==> config.mk <==
export PLATFORM = sky130hd
export DESIGN_NAME = dual_uart_rx
export DESIGN_NICKNAME = d
export VERILOG_FILES = /design/src/common/uart_pkg.sv /design/src/rtl/dual_uart_rx.sv /design/src/rtl/rx_merge.sv /design/src/uart_rx/uart_rx.sv
export VERILOG_INCLUDE_DIRS = /design/src /design/src/common
export SDC_FILE = /design/constraint.sdc
export NUM_CORES = 1
export LEC_CHECK = 0
export CAP_MARGIN = 15
export CORE_MARGIN = 2
export CORE_UTILIZATION = 62
export CTS_BUF_LIST = sky130_fd_sc_hd__clkbuf_16
export CTS_CLUSTER_DIAMETER = 60
export DETAILED_ROUTE_END_ITERATION = 12
export DONT_BUFFER_PORTS = 1
export PLACE_DENSITY = 0.82
export REMOVE_ABC_BUFFERS = 1
export SLEW_MARGIN = 20
export SYNTH_ARGS = -nofsm -noshare
export SYNTH_HDL_FRONTEND = slang
export SYNTH_SLANG_ARGS = --single-unit
==> constraint.sdc <==
create_clock -name clk -period 2.27 [get_ports clk]
set_input_delay 0.681 -clock clk [delete_from_list [all_inputs] [get_ports clk]]
set_output_delay 0.681 -clock clk [all_outputs]
set_load 0.1 [all_outputs]
==> src/common/uart_cfg.svh <==
// ------------------------------
// Build-time settings for the
// dual-channel serial receiver
// ------------------------------
`ifndef UART_CFG_SVH
`define UART_CFG_SVH

// Data bits per frame sent LSB first
`define UART_DATA_LEN 8
// Clock cycles per serial bit (clk frequency / baud rate)
// Kept small for simulation and raised for a real baud rate
`define UART_CLKS_PER_BIT 16
// Number of serial lines merged into the output stream
`define UART_CHANNELS 2

`endif

==> src/common/uart_pkg.sv <==
// ------------------------------
// Shared types for the receivers
// and the merge block
// ------------------------------
`include "uart_cfg.svh"

package uart_pkg;

	// One received data word
	typedef logic [`UART_DATA_LEN-1:0] rx_byte_t;

	// Index of the serial line a byte came from
	// 0 is line a, 1 is line b
	typedef logic chan_t;

endpackage

==> src/rtl/dual_uart_rx.sv <==
// ------------------------------
// Top level with two serial
// receivers feeding one merge
// ------------------------------
`timescale 1ns/1ps

module dual_uart_rx (
	input  logic               clk,
	input  logic               reset,
	input  logic               rx_a,
	input  logic               rx_b,
	output logic               byte_valid,
	output uart_pkg::rx_byte_t byte_data,
	output uart_pkg::chan_t    byte_chan
);

	// Receiver a results
	logic               receive_a;
	uart_pkg::rx_byte_t data_a;

	// Receiver b results
	logic               receive_b;
	uart_pkg::rx_byte_t data_b;

	// Receiver on line a reports as channel 0
	uart_rx u_rx_a (
		.clk         (clk),
		.reset       (reset),
		.rx_data     (rx_a),
		.receive_sig (receive_a),
		.data        (data_a)
	);

	// Receiver on line b reports as channel 1
	uart_rx u_rx_b (
		.clk         (clk),
		.reset       (reset),
		.rx_data     (rx_b),
		.receive_sig (receive_b),
		.data        (data_b)
	);

	// Combine both byte streams with channel 0 first on a tie
	rx_merge u_merge (
		.clk        (clk),
		.reset      (reset),
		.receive_a  (receive_a),
		.data_a     (data_a),
		.receive_b  (receive_b),
		.data_b     (data_b),
		.byte_valid (byte_valid),
		.byte_data  (byte_data),
		.byte_chan  (byte_chan)
	);

endmodule

==> src/rtl/rx_merge.sv <==
// ------------------------------
// Merges the receivers' byte
// strobes into one tagged stream
// with priority for channel 0
// ------------------------------
`timescale 1ns/1ps
`include "uart_cfg.svh"

module rx_merge (
	input  logic               clk,
	input  logic               reset,
	input  logic               receive_a,
	input  uart_pkg::rx_byte_t data_a,
	input  logic               receive_b,
	input  uart_pkg::rx_byte_t data_b,
	output logic               byte_valid,
	output uart_pkg::rx_byte_t byte_data,
	output uart_pkg::chan_t    byte_chan
);

	// Per-channel views of the loose input ports
	logic [`UART_CHANNELS-1:0] pulse;
	uart_pkg::rx_byte_t        in_byte [`UART_CHANNELS];

	// Bytes waiting for their turn on the output
	logic [`UART_CHANNELS-1:0] pending;
	uart_pkg::rx_byte_t        held [`UART_CHANNELS];

	// Channels wanting the output this cycle and the one granted
	logic [`UART_CHANNELS-1:0] request;
	logic [`UART_CHANNELS-1:0] grant;
	logic                      sel_found;
	uart_pkg::chan_t           sel_chan;
	uart_pkg::rx_byte_t        sel_data;

	// Line a is channel 0, line b is channel 1
	assign pulse      = {receive_b, receive_a};
	assign in_byte[0] = data_a;
	assign in_byte[1] = data_b;

	// A fresh pulse competes in the same cycle it arrives
	assign request = pulse | pending;

	// Fixed priority where the lowest channel number wins
	always_comb
	begin
		sel_found = 1'b0;
		sel_chan  = '0;
		grant     = '0;
		for (int i = `UART_CHANNELS - 1; i >= 0; i--)
		begin
			if (request[i])
			begin
				sel_found = 1'b1;
				sel_chan  = uart_pkg::chan_t'(i);
			end
		end
		if (sel_found)
		begin
			grant[sel_chan] = 1'b1;
		end
	end

	// A waiting byte comes from its holding register
	// and a fresh one straight from the receiver port
	assign sel_data = pending[sel_chan] ? held[sel_chan] : in_byte[sel_chan];

	// A pulse that loses arbitration leaves its pending flag set
	always_ff @(posedge clk or posedge reset)
	begin
		if (reset)
		begin
			pending <= '0;
		end
		else
		begin
			pending <= request & ~grant;
		end
	end

	// Holding registers capture on each channel's own pulse
	always_ff @(posedge clk)
	begin
		for (int i = 0; i < `UART_CHANNELS; i++)
		begin
			if (pulse[i])
			begin
				held[i] <= in_byte[i];
			end
		end
	end

	// One-cycle output strobe for each granted byte
	always_ff @(posedge clk or posedge reset)
	begin
		if (reset)
		begin
			byte_valid <= 1'b0;
		end
		else
		begin
			byte_valid <= sel_found;
		end
	end

	// Data and tag keep their last values between strobes
	always_ff @(posedge clk)
	begin
		if (sel_found)
		begin
			byte_data <= sel_data;
			byte_chan <= sel_chan;
		end
	end

endmodule

==> src/uart_rx/uart_rx.sv <==
// ------------------------------
// Serial receiver for one line
// Start bit, data bits LSB first,
// one stop bit, no parity
// ------------------------------
`timescale 1ns/1ps
`include "uart_cfg.svh"

module uart_rx #(
	parameter int DATA_LEN     = `UART_DATA_LEN,
	parameter int CLKS_PER_BIT = `UART_CLKS_PER_BIT
) (
	input  logic              clk,
	input  logic              reset,
	input  logic              rx_data,
	output logic              receive_sig,
	output uart_pkg::rx_byte_t data
);

	// Counter widths of at least one bit each
	localparam int CNT_W = (CLKS_PER_BIT > 1) ? $clog2(CLKS_PER_BIT) : 1;
	localparam int BIT_W = (DATA_LEN > 1) ? $clog2(DATA_LEN) : 1;

	// Clock count at which the start bit is checked (mid-bit)
	localparam logic [CNT_W-1:0] HALF_BIT = CNT_W'((CLKS_PER_BIT - 1) / 2);
	// Clock count at which data and stop bits are sampled
	localparam logic [CNT_W-1:0] LAST_CLK = CNT_W'(CLKS_PER_BIT - 1);
	// Index of the last data bit
	localparam logic [BIT_W-1:0] LAST_BIT = BIT_W'(DATA_LEN - 1);

	// Frame state encoding
	localparam logic [2:0] S_IDLE      = 3'd0;
	localparam logic [2:0] S_START_BIT = 3'd1;
	localparam logic [2:0] S_DATA_BITS = 3'd2;
	localparam logic [2:0] S_STOP_BIT  = 3'd3;
	localparam logic [2:0] S_FINISH    = 3'd4;

	logic [2:0]       state;
	logic [CNT_W-1:0] clk_count;
	logic [BIT_W-1:0] bit_count;

	// Two-flop synchroniser stages
	logic rx_meta;
	logic rx_sync;

	// High on the cycle a data bit is taken
	logic sample_bit;
	// High on the cycle a good stop bit completes the frame
	logic stop_good;

	// Bits of the frame in progress
	uart_pkg::rx_byte_t shift_reg;

	// Line is asynchronous to clk, so bring it in through two flops
	// Both stages reset to the idle-high level of the line
	always_ff @(posedge clk or posedge reset)
	begin
		if (reset)
		begin
			rx_meta <= 1'b1;
			rx_sync <= 1'b1;
		end
		else
		begin
			rx_meta <= rx_data;
			rx_sync <= rx_meta;
		end
	end

	// Data bit is taken at the end of each full bit period
	assign sample_bit = (state == S_DATA_BITS) && (clk_count == LAST_CLK);
	// Stop bit sampled high at the end of its period
	assign stop_good = (state == S_STOP_BIT) && (clk_count == LAST_CLK) && rx_sync;

	// Frame state machine with its clock and bit counters
	always_ff @(posedge clk or posedge reset)
	begin
		if (reset)
		begin
			state       <= S_IDLE;
			clk_count   <= '0;
			bit_count   <= '0;
			receive_sig <= 1'b0;
		end
		else
		begin
			// Strobe is a single cycle unless set below
			receive_sig <= 1'b0;

			case (state)
				// Wait for the falling edge of a start bit
				S_IDLE:
				begin
					clk_count <= '0;
					if (!rx_sync)
					begin
						state <= S_START_BIT;
					end
				end

				// Wait half a bit, then make sure the line is still low
				S_START_BIT:
				begin
					if (clk_count < HALF_BIT)
					begin
						clk_count <= clk_count + 1'b1;
					end
					else
					begin
						clk_count <= '0;
						bit_count <= '0;
						// A short low pulse is a glitch, not a start bit
						if (!rx_sync)
						begin
							state <= S_DATA_BITS;
						end
						else
						begin
							state <= S_IDLE;
						end
					end
				end

				// One sample per bit period, counted from mid start bit
				S_DATA_BITS:
				begin
					if (clk_count < LAST_CLK)
					begin
						clk_count <= clk_count + 1'b1;
					end
					else
					begin
						clk_count <= '0;
						if (bit_count < LAST_BIT)
						begin
							bit_count <= bit_count + 1'b1;
						end
						else
						begin
							bit_count <= '0;
							state     <= S_STOP_BIT;
						end
					end
				end

				// Stop bit must be high for the byte to be reported
				S_STOP_BIT:
				begin
					if (clk_count < LAST_CLK)
					begin
						clk_count <= clk_count + 1'b1;
					end
					else
					begin
						clk_count <= '0;
						if (rx_sync)
						begin
							receive_sig <= 1'b1;
							state       <= S_FINISH;
						end
						else
						begin
							// Framing error drops the frame without a strobe
							state <= S_IDLE;
						end
					end
				end

				// One cycle here before looking for the next start bit
				S_FINISH:
				begin
					state <= S_IDLE;
				end

				default:
				begin
					state     <= S_IDLE;
					clk_count <= '0;
					bit_count <= '0;
				end
			endcase
		end
	end

	// Data bits collect one per sample starting with the LSB
	// The output byte changes only when a frame ends with a good stop bit
	always_ff @(posedge clk)
	begin
		if (sample_bit)
		begin
			shift_reg[bit_count] <= rx_sync;
		end
		if (stop_good)
		begin
			data <= shift_reg;
		end
	end

endmodule
---- Yosys cells after proc, flatten, opt, wreduce, memory -nomap -nowiden ----
Memory sizes are Yosys's and may differ from the RTL's.
Cells that the tools add are included.
cells by class
  add/sub/neg operators ................... 4
  order comparisons ....................... 13
  equal/unequal tests ..................... 20
  mux-type cells .......................... 58
  bitwise logic cells ..................... 6
  reduce and logical (&&, ||, !) cells .... 19
operator list
  cell                   count
  $mux W3                18
  $mux W8                4
  $pmux W3 S4            2
  $pmux W4 S3            2
  $ne A2 B2 Y1 const B   10
  $mux W1                18
  $pmux W3 S3            2
  $bwmux W8              2
  $mux W4                4
  $eq A3 B2 Y1 const B   4
  $reduce_and A5 Y1      2
  $logic_and A1 B1 Y1    9
  $add A4 B1 Y4 const B  2
  $eq A4 B4 Y1 const B   2
  $lt A3 B4 Y1 const B   2
  $lt A4 B3 Y1 const B   2
  $lt A4 B4 Y1 const B   2
  $add A3 B1 Y3 const B  2
  $demux W1 S3           2
  $eq A3 B1 Y1 const B   2
  $eq A3 B3 Y1 const B   2
  $ge A3 B1 Y1 const B   2
  $logic_not A3 Y1       2
  $lt A3 B3 Y1 const B   2
  other kinds (13)       19
storage, ports and cells
  register bits after elaboration ......... 70
  memory bits (writable) .................. 16
  input bits .............................. 4
  output and inout port bits .............. 10
  word-level logic and storage cells ...... 141
  memories ................................ 1
memory list
  memory        words  bits a word  rd ports  clocked after Yosys merged registers in  write ports  line            text
  u_merge.held  2      8            1         0                                        2            rx_merge.sv:27  uart_pkg::rx_byte_t held [`UART_CHANNELS];

---- Depth between registers and ports, before layout ----
Gate-level depths: netlist of the first run.
  depth after elaboration ................. 10
  gate-level depth with buffers ........... 6
  depth with buffers taken out ............ 5

---- Modules after synthesis ----
From an unflattened synthesis of the first run, not the netlist that was laid out.
second synthesis, totals
  cells, all modules ...................... 279
  area, all modules ....................... 3674.8 sq um
modules (own cells, without submodules)
  module             times used  cells each  area each (sq um)
  uart_rx at u_rx_b  1           100         1242.4
  uart_rx at u_rx_a  1           95          1233.7
  rx_merge           1           84          1198.6

---- Least setup slack after synthesis of the first run ----
Ideal clock, no wire load.
  path kind ............................... register to register
  start point ............................. register u_rx_a.clk_count[0]
  end point ............................... register u_rx_a.data[0] (enable)
  library setup time ...................... 383 ps
  data arrival time ....................... 1618 ps
  data required time ...................... 1887 ps
  path slack .............................. 269 ps
  cell stages (with the launch flop) ...... 6
  cells stage by stage .................... dfrtp_1 ha_1 nand2_1 a21oi_1 o32ai_2 nor3_1
on the way
  longest elaborated chain between the ends .. 3
RTL lines
  element                           line            text
  start: declaration                uart_rx.sv:39   logic [CNT_W-1:0] clk_count;
  start signal: assignment          uart_rx.sv:106  clk_count <= clk_count + 1'b1;
  start signal: assignment          uart_rx.sv:129  clk_count <= clk_count + 1'b1;
  start signal: assignment          uart_rx.sv:151  clk_count <= clk_count + 1'b1;
  $eq A4 B4 Y1                      uart_rx.sv:73   assign stop_good = (state == S_STOP_BIT) && (clk_count == LAST_CLK) && rx_sync;
  $logic_and A1 B1 Y1 (2 in a row)  uart_rx.sv:73
  via u_rx_a.stop_good              uart_rx.sv:49   logic stop_good;
  end signal: assignment            uart_rx.sv:195  data <= shift_reg;
  end: declaration                  uart_rx.sv:17   output uart_pkg::rx_byte_t data
The timed path passes the listed nets, and every way through them passes these cells.
A chain may end at the register's enable or synchronous reset.

---- Worst setup path after layout of the first run ----
  start point ............................. register u_rx_a.receive_sig
  end point ............................... register u_merge.byte_data[4] (data pin)
on the way
  longest elaborated chain between the ends .. 7
  elaborated cells on any way between the ends .. 10
RTL lines
  element                                     line             text
  start: declaration                          uart_rx.sv:16    output logic receive_sig,
  start signal: assignment                    uart_rx.sv:83    receive_sig <= 1'b0;
  start signal: assignment                    uart_rx.sv:88    receive_sig <= 1'b0;
  start signal: assignment                    uart_rx.sv:158   receive_sig <= 1'b1;
  $or A2 B2 Y2 *                              rx_merge.sv:42   assign request = pulse | pending;
  $mux W1 *                                   rx_merge.sv:52   if (request[i])
  via u_merge.sel_chan                        rx_merge.sv:33   uart_pkg::chan_t sel_chan;
  $not A1 Y2 (implied by the code)            rx_merge.sv:66   assign sel_data = pending[sel_chan] ? held[sel_chan] : in_byte[sel_chan];
  $mux W8 (implied by the code) (3 in a row)  rx_merge.sv:66
  $mux W8 *                                   rx_merge.sv:66
  via u_merge.sel_data[4]                     rx_merge.sv:34   uart_pkg::rx_byte_t sel_data;
  end signal: assignment                      rx_merge.sv:111  byte_data <= sel_data;
  end: declaration                            rx_merge.sv:17   output uart_pkg::rx_byte_t byte_data,
The timed path passes the listed nets; every way through them passes the cells marked *. The select of a mux whose other input is x is not followed.

==> results of run 1 <==
-- cell families after synthesis --
family,after synthesis,share of synthesized area (%)
mux,14,7.69
compound gates,34,7.87
flops,86,69.2
simple gates,72,11.0
other cells,1,0.106
xor+xnor,1,0.248
buf+inv,17,2.45
fa+ha+maj,4,1.42
-- critical path, delay by kind of cell, from the launching register on --
family | cells | cell delay [ns]
DFF | 1 | 0.56
muxes | 1 | 0.64
and+or+nand+nor | 1 | 0.52
-- layer usage --
metal / vias up / track usage [%] / share of wire, %
li1: 933 / - / -
met1: 996 / 24.2 / 41
met2: 55 / 34.7 / 52
met3: 13 / 5.54 / 4.5
met4: 0 / 9.83 / 2.5
met5: - / 0 / 0
-- Yosys cell counts, types with 2 or more instances --
cell / number
dfrtp_1: 25
nand3_1: 5
edfxtp_1: 57
nor4_1: 2
mux2i_1: 2
inv_1: 10
buf_2: 3
a21o_1: 3
mux4_1: 7
mux2_2: 4
ha_1: 4
o21ai_0: 3
and2_1: 2
nor3_1: 13
a41o_1: 2
nand2_1: 14
o22a_1: 2
nor2_1: 17
nand2b_1: 4
nor3b_1: 2
buf_4: 3
a21oi_1: 8
nand3b_1: 2
nor2b_1: 2
a22o_1: 2
dfstp_2: 4
-- worst max path at each step --
stage | start | endpoint | cells past startpoint
finish | u_rx_a.receive_sig | u_merge.byte_data[4] | 2
global placement | u_rx_a.clk_count[0] | u_rx_a.data[6] | 5
global route | u_rx_a.clk_count[0] | u_rx_a.data[4] | 5
floorplan | u_rx_a.clk_count[0] | u_rx_a.data[0] | 5
CTS | u_rx_b.clk_count[0] | u_rx_b.data[1] | 5
detailed placement | u_rx_a.clk_count[0] | u_rx_a.data[3] | 5
-- power breakdown --
part / switching, W / internal, W
clock: 0.000580 / 0.000966
sequential: 0.000177 / 0.00184
combinational: 0.000498 / 0.000350
total: 0.00126 / 0.00316
-- per-stage QoR --
step	setup slack [ns]	cell area, sq um
6_report	0.277	4060
5_1_grt	0.170	4060
4_1_cts	0.0407	4060
3_5_place_dp	-0.0287	3730
3_3_place_gp	0.150	3730
2_1_floorplan	0.265	3480
-- cell type report --
type	instances	area [sq um]
Multi-Input combinational cell	126	1010
Clock buffer	9	225
Tap cell	72	90.1
Timing Repair Buffer	21	158
Inverter	10	37.5
Clock inverter	7	97.6
Fill cell	344	1450
Sequential cell	86	2440
-- repair_timing --
action | in CTS | in global routing
gates resized for setup | 1 | 1
buffers inserted | 0 | 0
hold buffers | 0 | 0
endpoints found under the setup margin | 8 | 8
==> qor.txt, run 1 <==
Max clock buf depth - 2
Status - completed
Clock root buffer - clkbuf_16
Worst flop-to-flop path startpoint - u_rx_a.receive_sig
# DRC - 0
Worst reg2reg setup slack - 0.28 ns
GP Congestion - 0.860
Rows - 27
Synthesis-to-finish area growth - 15.1%
Synth top area cells - edfxtp_1 48%, dfrtp_1 18%, mux4_1 5.2%, dfstp_2 3.0%, nor3_1 1.8%
Initial antenna violation count - 0
Tmin final - 1.99 ns
Fmax - 502 MHz
Synth Cell Area - 3530 sq um
Clk_skew - 0.00678 ns
Synth top area share - 48.5%
Via-to-Cell Ratio - 6.03
Synthesis-stage register bit count - 86
Peak supply drop - 0.000731 V
Post-route ant nets - 0
Fraction of layout cells with a size suffix above 1 - 22.4%
Commonest non-fill, non-tap cell in the layout - edfxtp_1
Port buffer count - 0
Worst r2r dst - u_merge.byte_data[4]
Sink Count - 86
H-tree Lvls - 3
Pwr dens - 1090 nW/um^2
CP arrival - 2.05 ns
CORE AREA - 5510 sq um
Setup TNS - 0 ns
Die height - 79.5 um
CP Launch Type - register
Commonest cells after routing, fill and taps aside - 57 x edfxtp_1, 25 x dfrtp_1, 21 x buf_4
Tcrit/Tclk final - 87.8%
Post-synth EDFFs - 57
Placed Cells - 315
Leakage - 1.52 nW
Worst skew pair latency - 0.33 ns
Worst-margin pin slew - 0.609 ns
Die W - 79.5 um
Worst endpoint required time - 2.33 ns
Post-detail-place hpwl - 3750 um
# IOs - 14
Wire per inst - 17.4 um
Register area share after synthesis - 69.2%
Max stage delay on crit path - 0.64 ns
DR vias - 1997
TritonRoute pass-1 iters - 4
Crit-path cells - nor3_4, mux4_1
Die ar. - 6310 sq um
Cell depth of the worst flop-to-flop path - 2
# setup viols final - 0
Nets@finish - 262
CTS tree - done
TritonCTS Buffers - 9
Synth Area per Inst - 15.4 sq um
Yosys top cell by area - edfxtp_1
Yosys synthesis warning count - 0
Slowest-stage cell, CP - mux4_1
Post-Layout Cell Count - 331
Largest register FFs - 16
CP Max Fanout - 11
Largest net degree at the start of global routing - 30
Critical Path End Type - register
Total Power - 0.00441 W
Fin. Hold Viols - 0
GRT overflow - 0
Hold WC Path Type - input pin to asynchronous set/reset pin
Maxcap violations - 0
Max Slew Vio Count - 0
Top reg by flops - u_merge.held
Max_slew headroom - 59.2%
Crit path kind - register to register
First-pass GRT wire length - 9320 um
Ys flop type - edfxtp_1
Vias in the first global route - 1933
Clk slew on worst S/H paths - 0.06 ns
GRT Resource Usage Total - 20.4%
Post-Synthesis Cells - 229
Library cells used by synthesis - 53
Final Hold Slack - 0.311 ns
RSZ-0062 raised after global routing - false
Antenna cells - 0
Async SR Flop Fraction - 33.7%
Final wirelength - 5750 um
DR iter-0 viols - 72
Finished Core Util - 73.8%
Starting density of the core - 64.1%
Note: power is estimated with default switching activity, not from simulation.
==> inputs of run 2 (changes only) <==
--- a/config.mk
+++ b/config.mk
@@ -15,6 +15,7 @@
 export DONT_BUFFER_PORTS = 1
 export PLACE_DENSITY = 0.82
 export REMOVE_ABC_BUFFERS = 1
+export SKIP_LAST_GASP = 1
 export SLEW_MARGIN = 20
 export SYNTH_ARGS = -nofsm -noshare
 export SYNTH_HDL_FRONTEND = slang
==> constraint.sdc (replaced) <==
create_clock -name clk -period 2.4 [get_ports clk]
set_input_delay 0.72 -clock clk [delete_from_list [all_inputs] [get_ports clk]]
set_output_delay 0.72 -clock clk [all_outputs]
set_load 0.1 [all_outputs]
==> run 2 against run 1 <==
Non-clock buffer count decreased by 4. Clock-buffer cell count unchanged. Register-to-register slack improved by 0.07 ns. Final cell count decreased by 1.2%. Total power decreased by 13%. Utilization decreased by 1.8 points. Critical path type unchanged.
==> qor.txt, run 2 (synthesis results as in run 1) <==
Status - completed (unchanged)
DR vias - 1926 (was 1997)
Pwr dens - 972 nW/um^2 (was 1090 nW/um^2)
GRT overflow - 0 (unchanged)
H-tree Lvls - 3 (unchanged)
Fillers - 350 (was 344)
Pre-CTS WS - 0.0817 ns (was -0.0287 ns)
# IOs - 14 (unchanged)
Maxcap violations - 0 (unchanged)
Max Slew Vio Count - 0 (unchanged)
Peak supply drop - 0.000663 V (was 0.000731 V)
CP Launch Type - register (unchanged)
Critical path's top delay family - multiplexers (unchanged)
Met3 wire len - 240 um (was 257 um)
Max stage delay on crit path - 0.68 ns (was 0.64 ns)
GP Congestion - 0.837 (was 0.860)
Largest net degree at the start of global routing - 30 (unchanged)
# DRC - 0 (unchanged)
Setup TNS - 0 ns (unchanged)
Storage cell area - 2440 sq um (unchanged)
Hold WC Path Type - register to register (was input pin to asynchronous set/reset pin)
DR iter-0 viols - 105 (was 72)
Met1 wire length - 2400 um (was 2350 um)
Sink Count - 86 (unchanged)
Post-CTS Setup Inserts - 0 (unchanged)
Crit path kind - register to register (unchanged)
Rows - 27 (unchanged)
WL met2 - 2830 um (was 3000 um)
Area post-placement - 3700 sq um (was 3730 sq um)
Clk_skew - 0.00721 ns (was 0.00678 ns)
Post-detail-place hpwl - 3940 um (was 3750 um)
Crit-path cells - nor3_4, mux4_1 (unchanged)
Largest register FFs - 16 (unchanged)
CORE AREA - 5510 sq um (unchanged)
GRT Resource Usage Total - 20.7% (was 20.4%)
Final wirelength - 5710 um (was 5750 um)
Port buffer count - 0 (unchanged)
Setup ws final - 0.350 ns (was 0.277 ns)
Clock root buffer - clkbuf_16 (unchanged)
TritonCTS Buffers - 9 (unchanged)
Commonest non-fill, non-tap cell in the layout - edfxtp_1 (unchanged)
CTS Hold Bufs - 0 (unchanged)
Worst path bufs/invs - 0 (unchanged)
Fin. Hold Viols - 0 (unchanged)
CP Max Fanout - 11 (unchanged)
# setup viols final - 0 (unchanged)
Die height - 79.5 um (unchanged)
Vias in the first global route - 1865 (was 1933)
Post-route cell area - 3960 sq um (was 4060 sq um)
Synthesis-to-finish area growth - 12.2% (was 15.1%)
CTS tree - done (unchanged)
First-pass GRT wire length - 9430 um (was 9320 um)
Worst-margin pin slew - 0.742 ns (was 0.609 ns)
Multi-input logic area - 1010 sq um (unchanged)
Nets@finish - 258 (was 262)
Tmin final - 2.05 ns (was 1.99 ns)
Fmax - 488 MHz (was 502 MHz)
Initial antenna violation count - 0 (unchanged)
Tcrit/Tclk final - 85.4% (was 87.8%)
Clk slew on worst S/H paths - 0.05 ns (was 0.06 ns)
Commonest cells after routing, fill and taps aside - 57 x edfxtp_1, 25 x dfrtp_1, 17 x nor2_1, 17 x buf_4 (was 57 x edfxtp_1, 25 x dfrtp_1, 21 x buf_4)
Starting density of the core - 64.1% (unchanged)
TritonRoute pass-1 iters - 4 (unchanged)
Slowest-stage cell, CP - mux4_1 (unchanged)
Post-route ant nets - 0 (unchanged)
CP arrival - 2.09 ns (was 2.05 ns)
Via-to-Cell Ratio - 5.89 (was 6.03)
Worst endpoint required time - 2.44 ns (was 2.33 ns)
Worst skew pair latency - 0.33 ns (about the same)
Wire per inst - 17.4 um (about the same)
Max_slew headroom - 50.5% (was 59.2%)
Die W - 79.5 um (unchanged)
Leakage - 1.49 nW (was 1.52 nW)
Fraction of layout cells with a size suffix above 1 - 18.4% (was 22.4%)
Max clock buf depth - 2 (unchanged)
Max layer used - met4 (unchanged)
Critical Path End Type - register (unchanged)
RSZ-0062 raised after global routing - false (unchanged)
Antenna cells - 0 (unchanged)
Die ar. - 6310 sq um (unchanged)
Top reg by flops - u_merge.held (unchanged)
[run 2: per-layer routing]
layer / track usage [%] / vias up
met5: 0 / -
met4: 13.4 / 0
met3: 3.62 / 13
met2: 31.6 / 56
met1: 27.5 / 939
li1: - / 918
[run 2: metrics by stage]
step           instances  total power (W)  hold WS (ns)  utilization (%)
6_report             327          0.00385         0.355             71.9
5_1_grt              327          0.00405         0.357             71.9
4_1_cts              327          0.00387         0.355             71.7
3_5_place_dp         311          0.00271         0.347             67.2
3_3_place_gp         311          0.00266         0.346             67.2
2_1_floorplan        222          0.00250         0.345                -
[run 2: power by group]
part / total [W] / switching, W / leakage (nW) / internal (W)
Combinational: 0.000771 / 0.000448 / 0.467 / 0.000323
Clock: 0.00116 / 0.000491 / 0.137 / 0.000674
Sequential: 0.00191 / 0.000171 / 0.884 / 0.00174
[run 2: repair_timing]
action                                  CTS  global route
gates resized for setup                   0             1
endpoints found under the setup margin    0             8
endpoints found under the hold margin     0             0
[run 2: final timing paths]
| check | start | depth (start not counted) | to | slack (ns) |
|---|---|---|---|---|
| max | u_rx_a.receive_sig | 2 | u_merge.byte_data[2] | 0.35 |
| min | u_rx_a.rx_meta | 0 | u_rx_a.rx_sync | 0.35 |
| max reg2reg | u_rx_a.receive_sig | 2 | u_merge.byte_data[2] | 0.35 |
| min reg2reg | u_rx_a.rx_meta | 0 | u_rx_a.rx_sync | 0.35 |
| max in group asynchronous | reset | 2 | u_rx_a.rx_sync | 1.72 |
| min in group asynchronous | reset | 2 | u_rx_b.clk_count[1] | 0.36 |
[run 2: cell type report]
cell class              instances  area share, %
clock buffers                   9           5.69
clock inverters                 7          0.664
inverters                      10          0.948
multi-input cells             126           25.5
flip-flops and latches         86           61.7
well taps                      72           2.27
repair buffers                 17           3.22
[run 2: worst register-to-register path, delay by kind of cell, from the launching register on]
family / cells / cell delay [ns]
muxes: 1 / 0.68
DFF: 1 / 0.54
and+or+nand+nor: 1 / 0.55
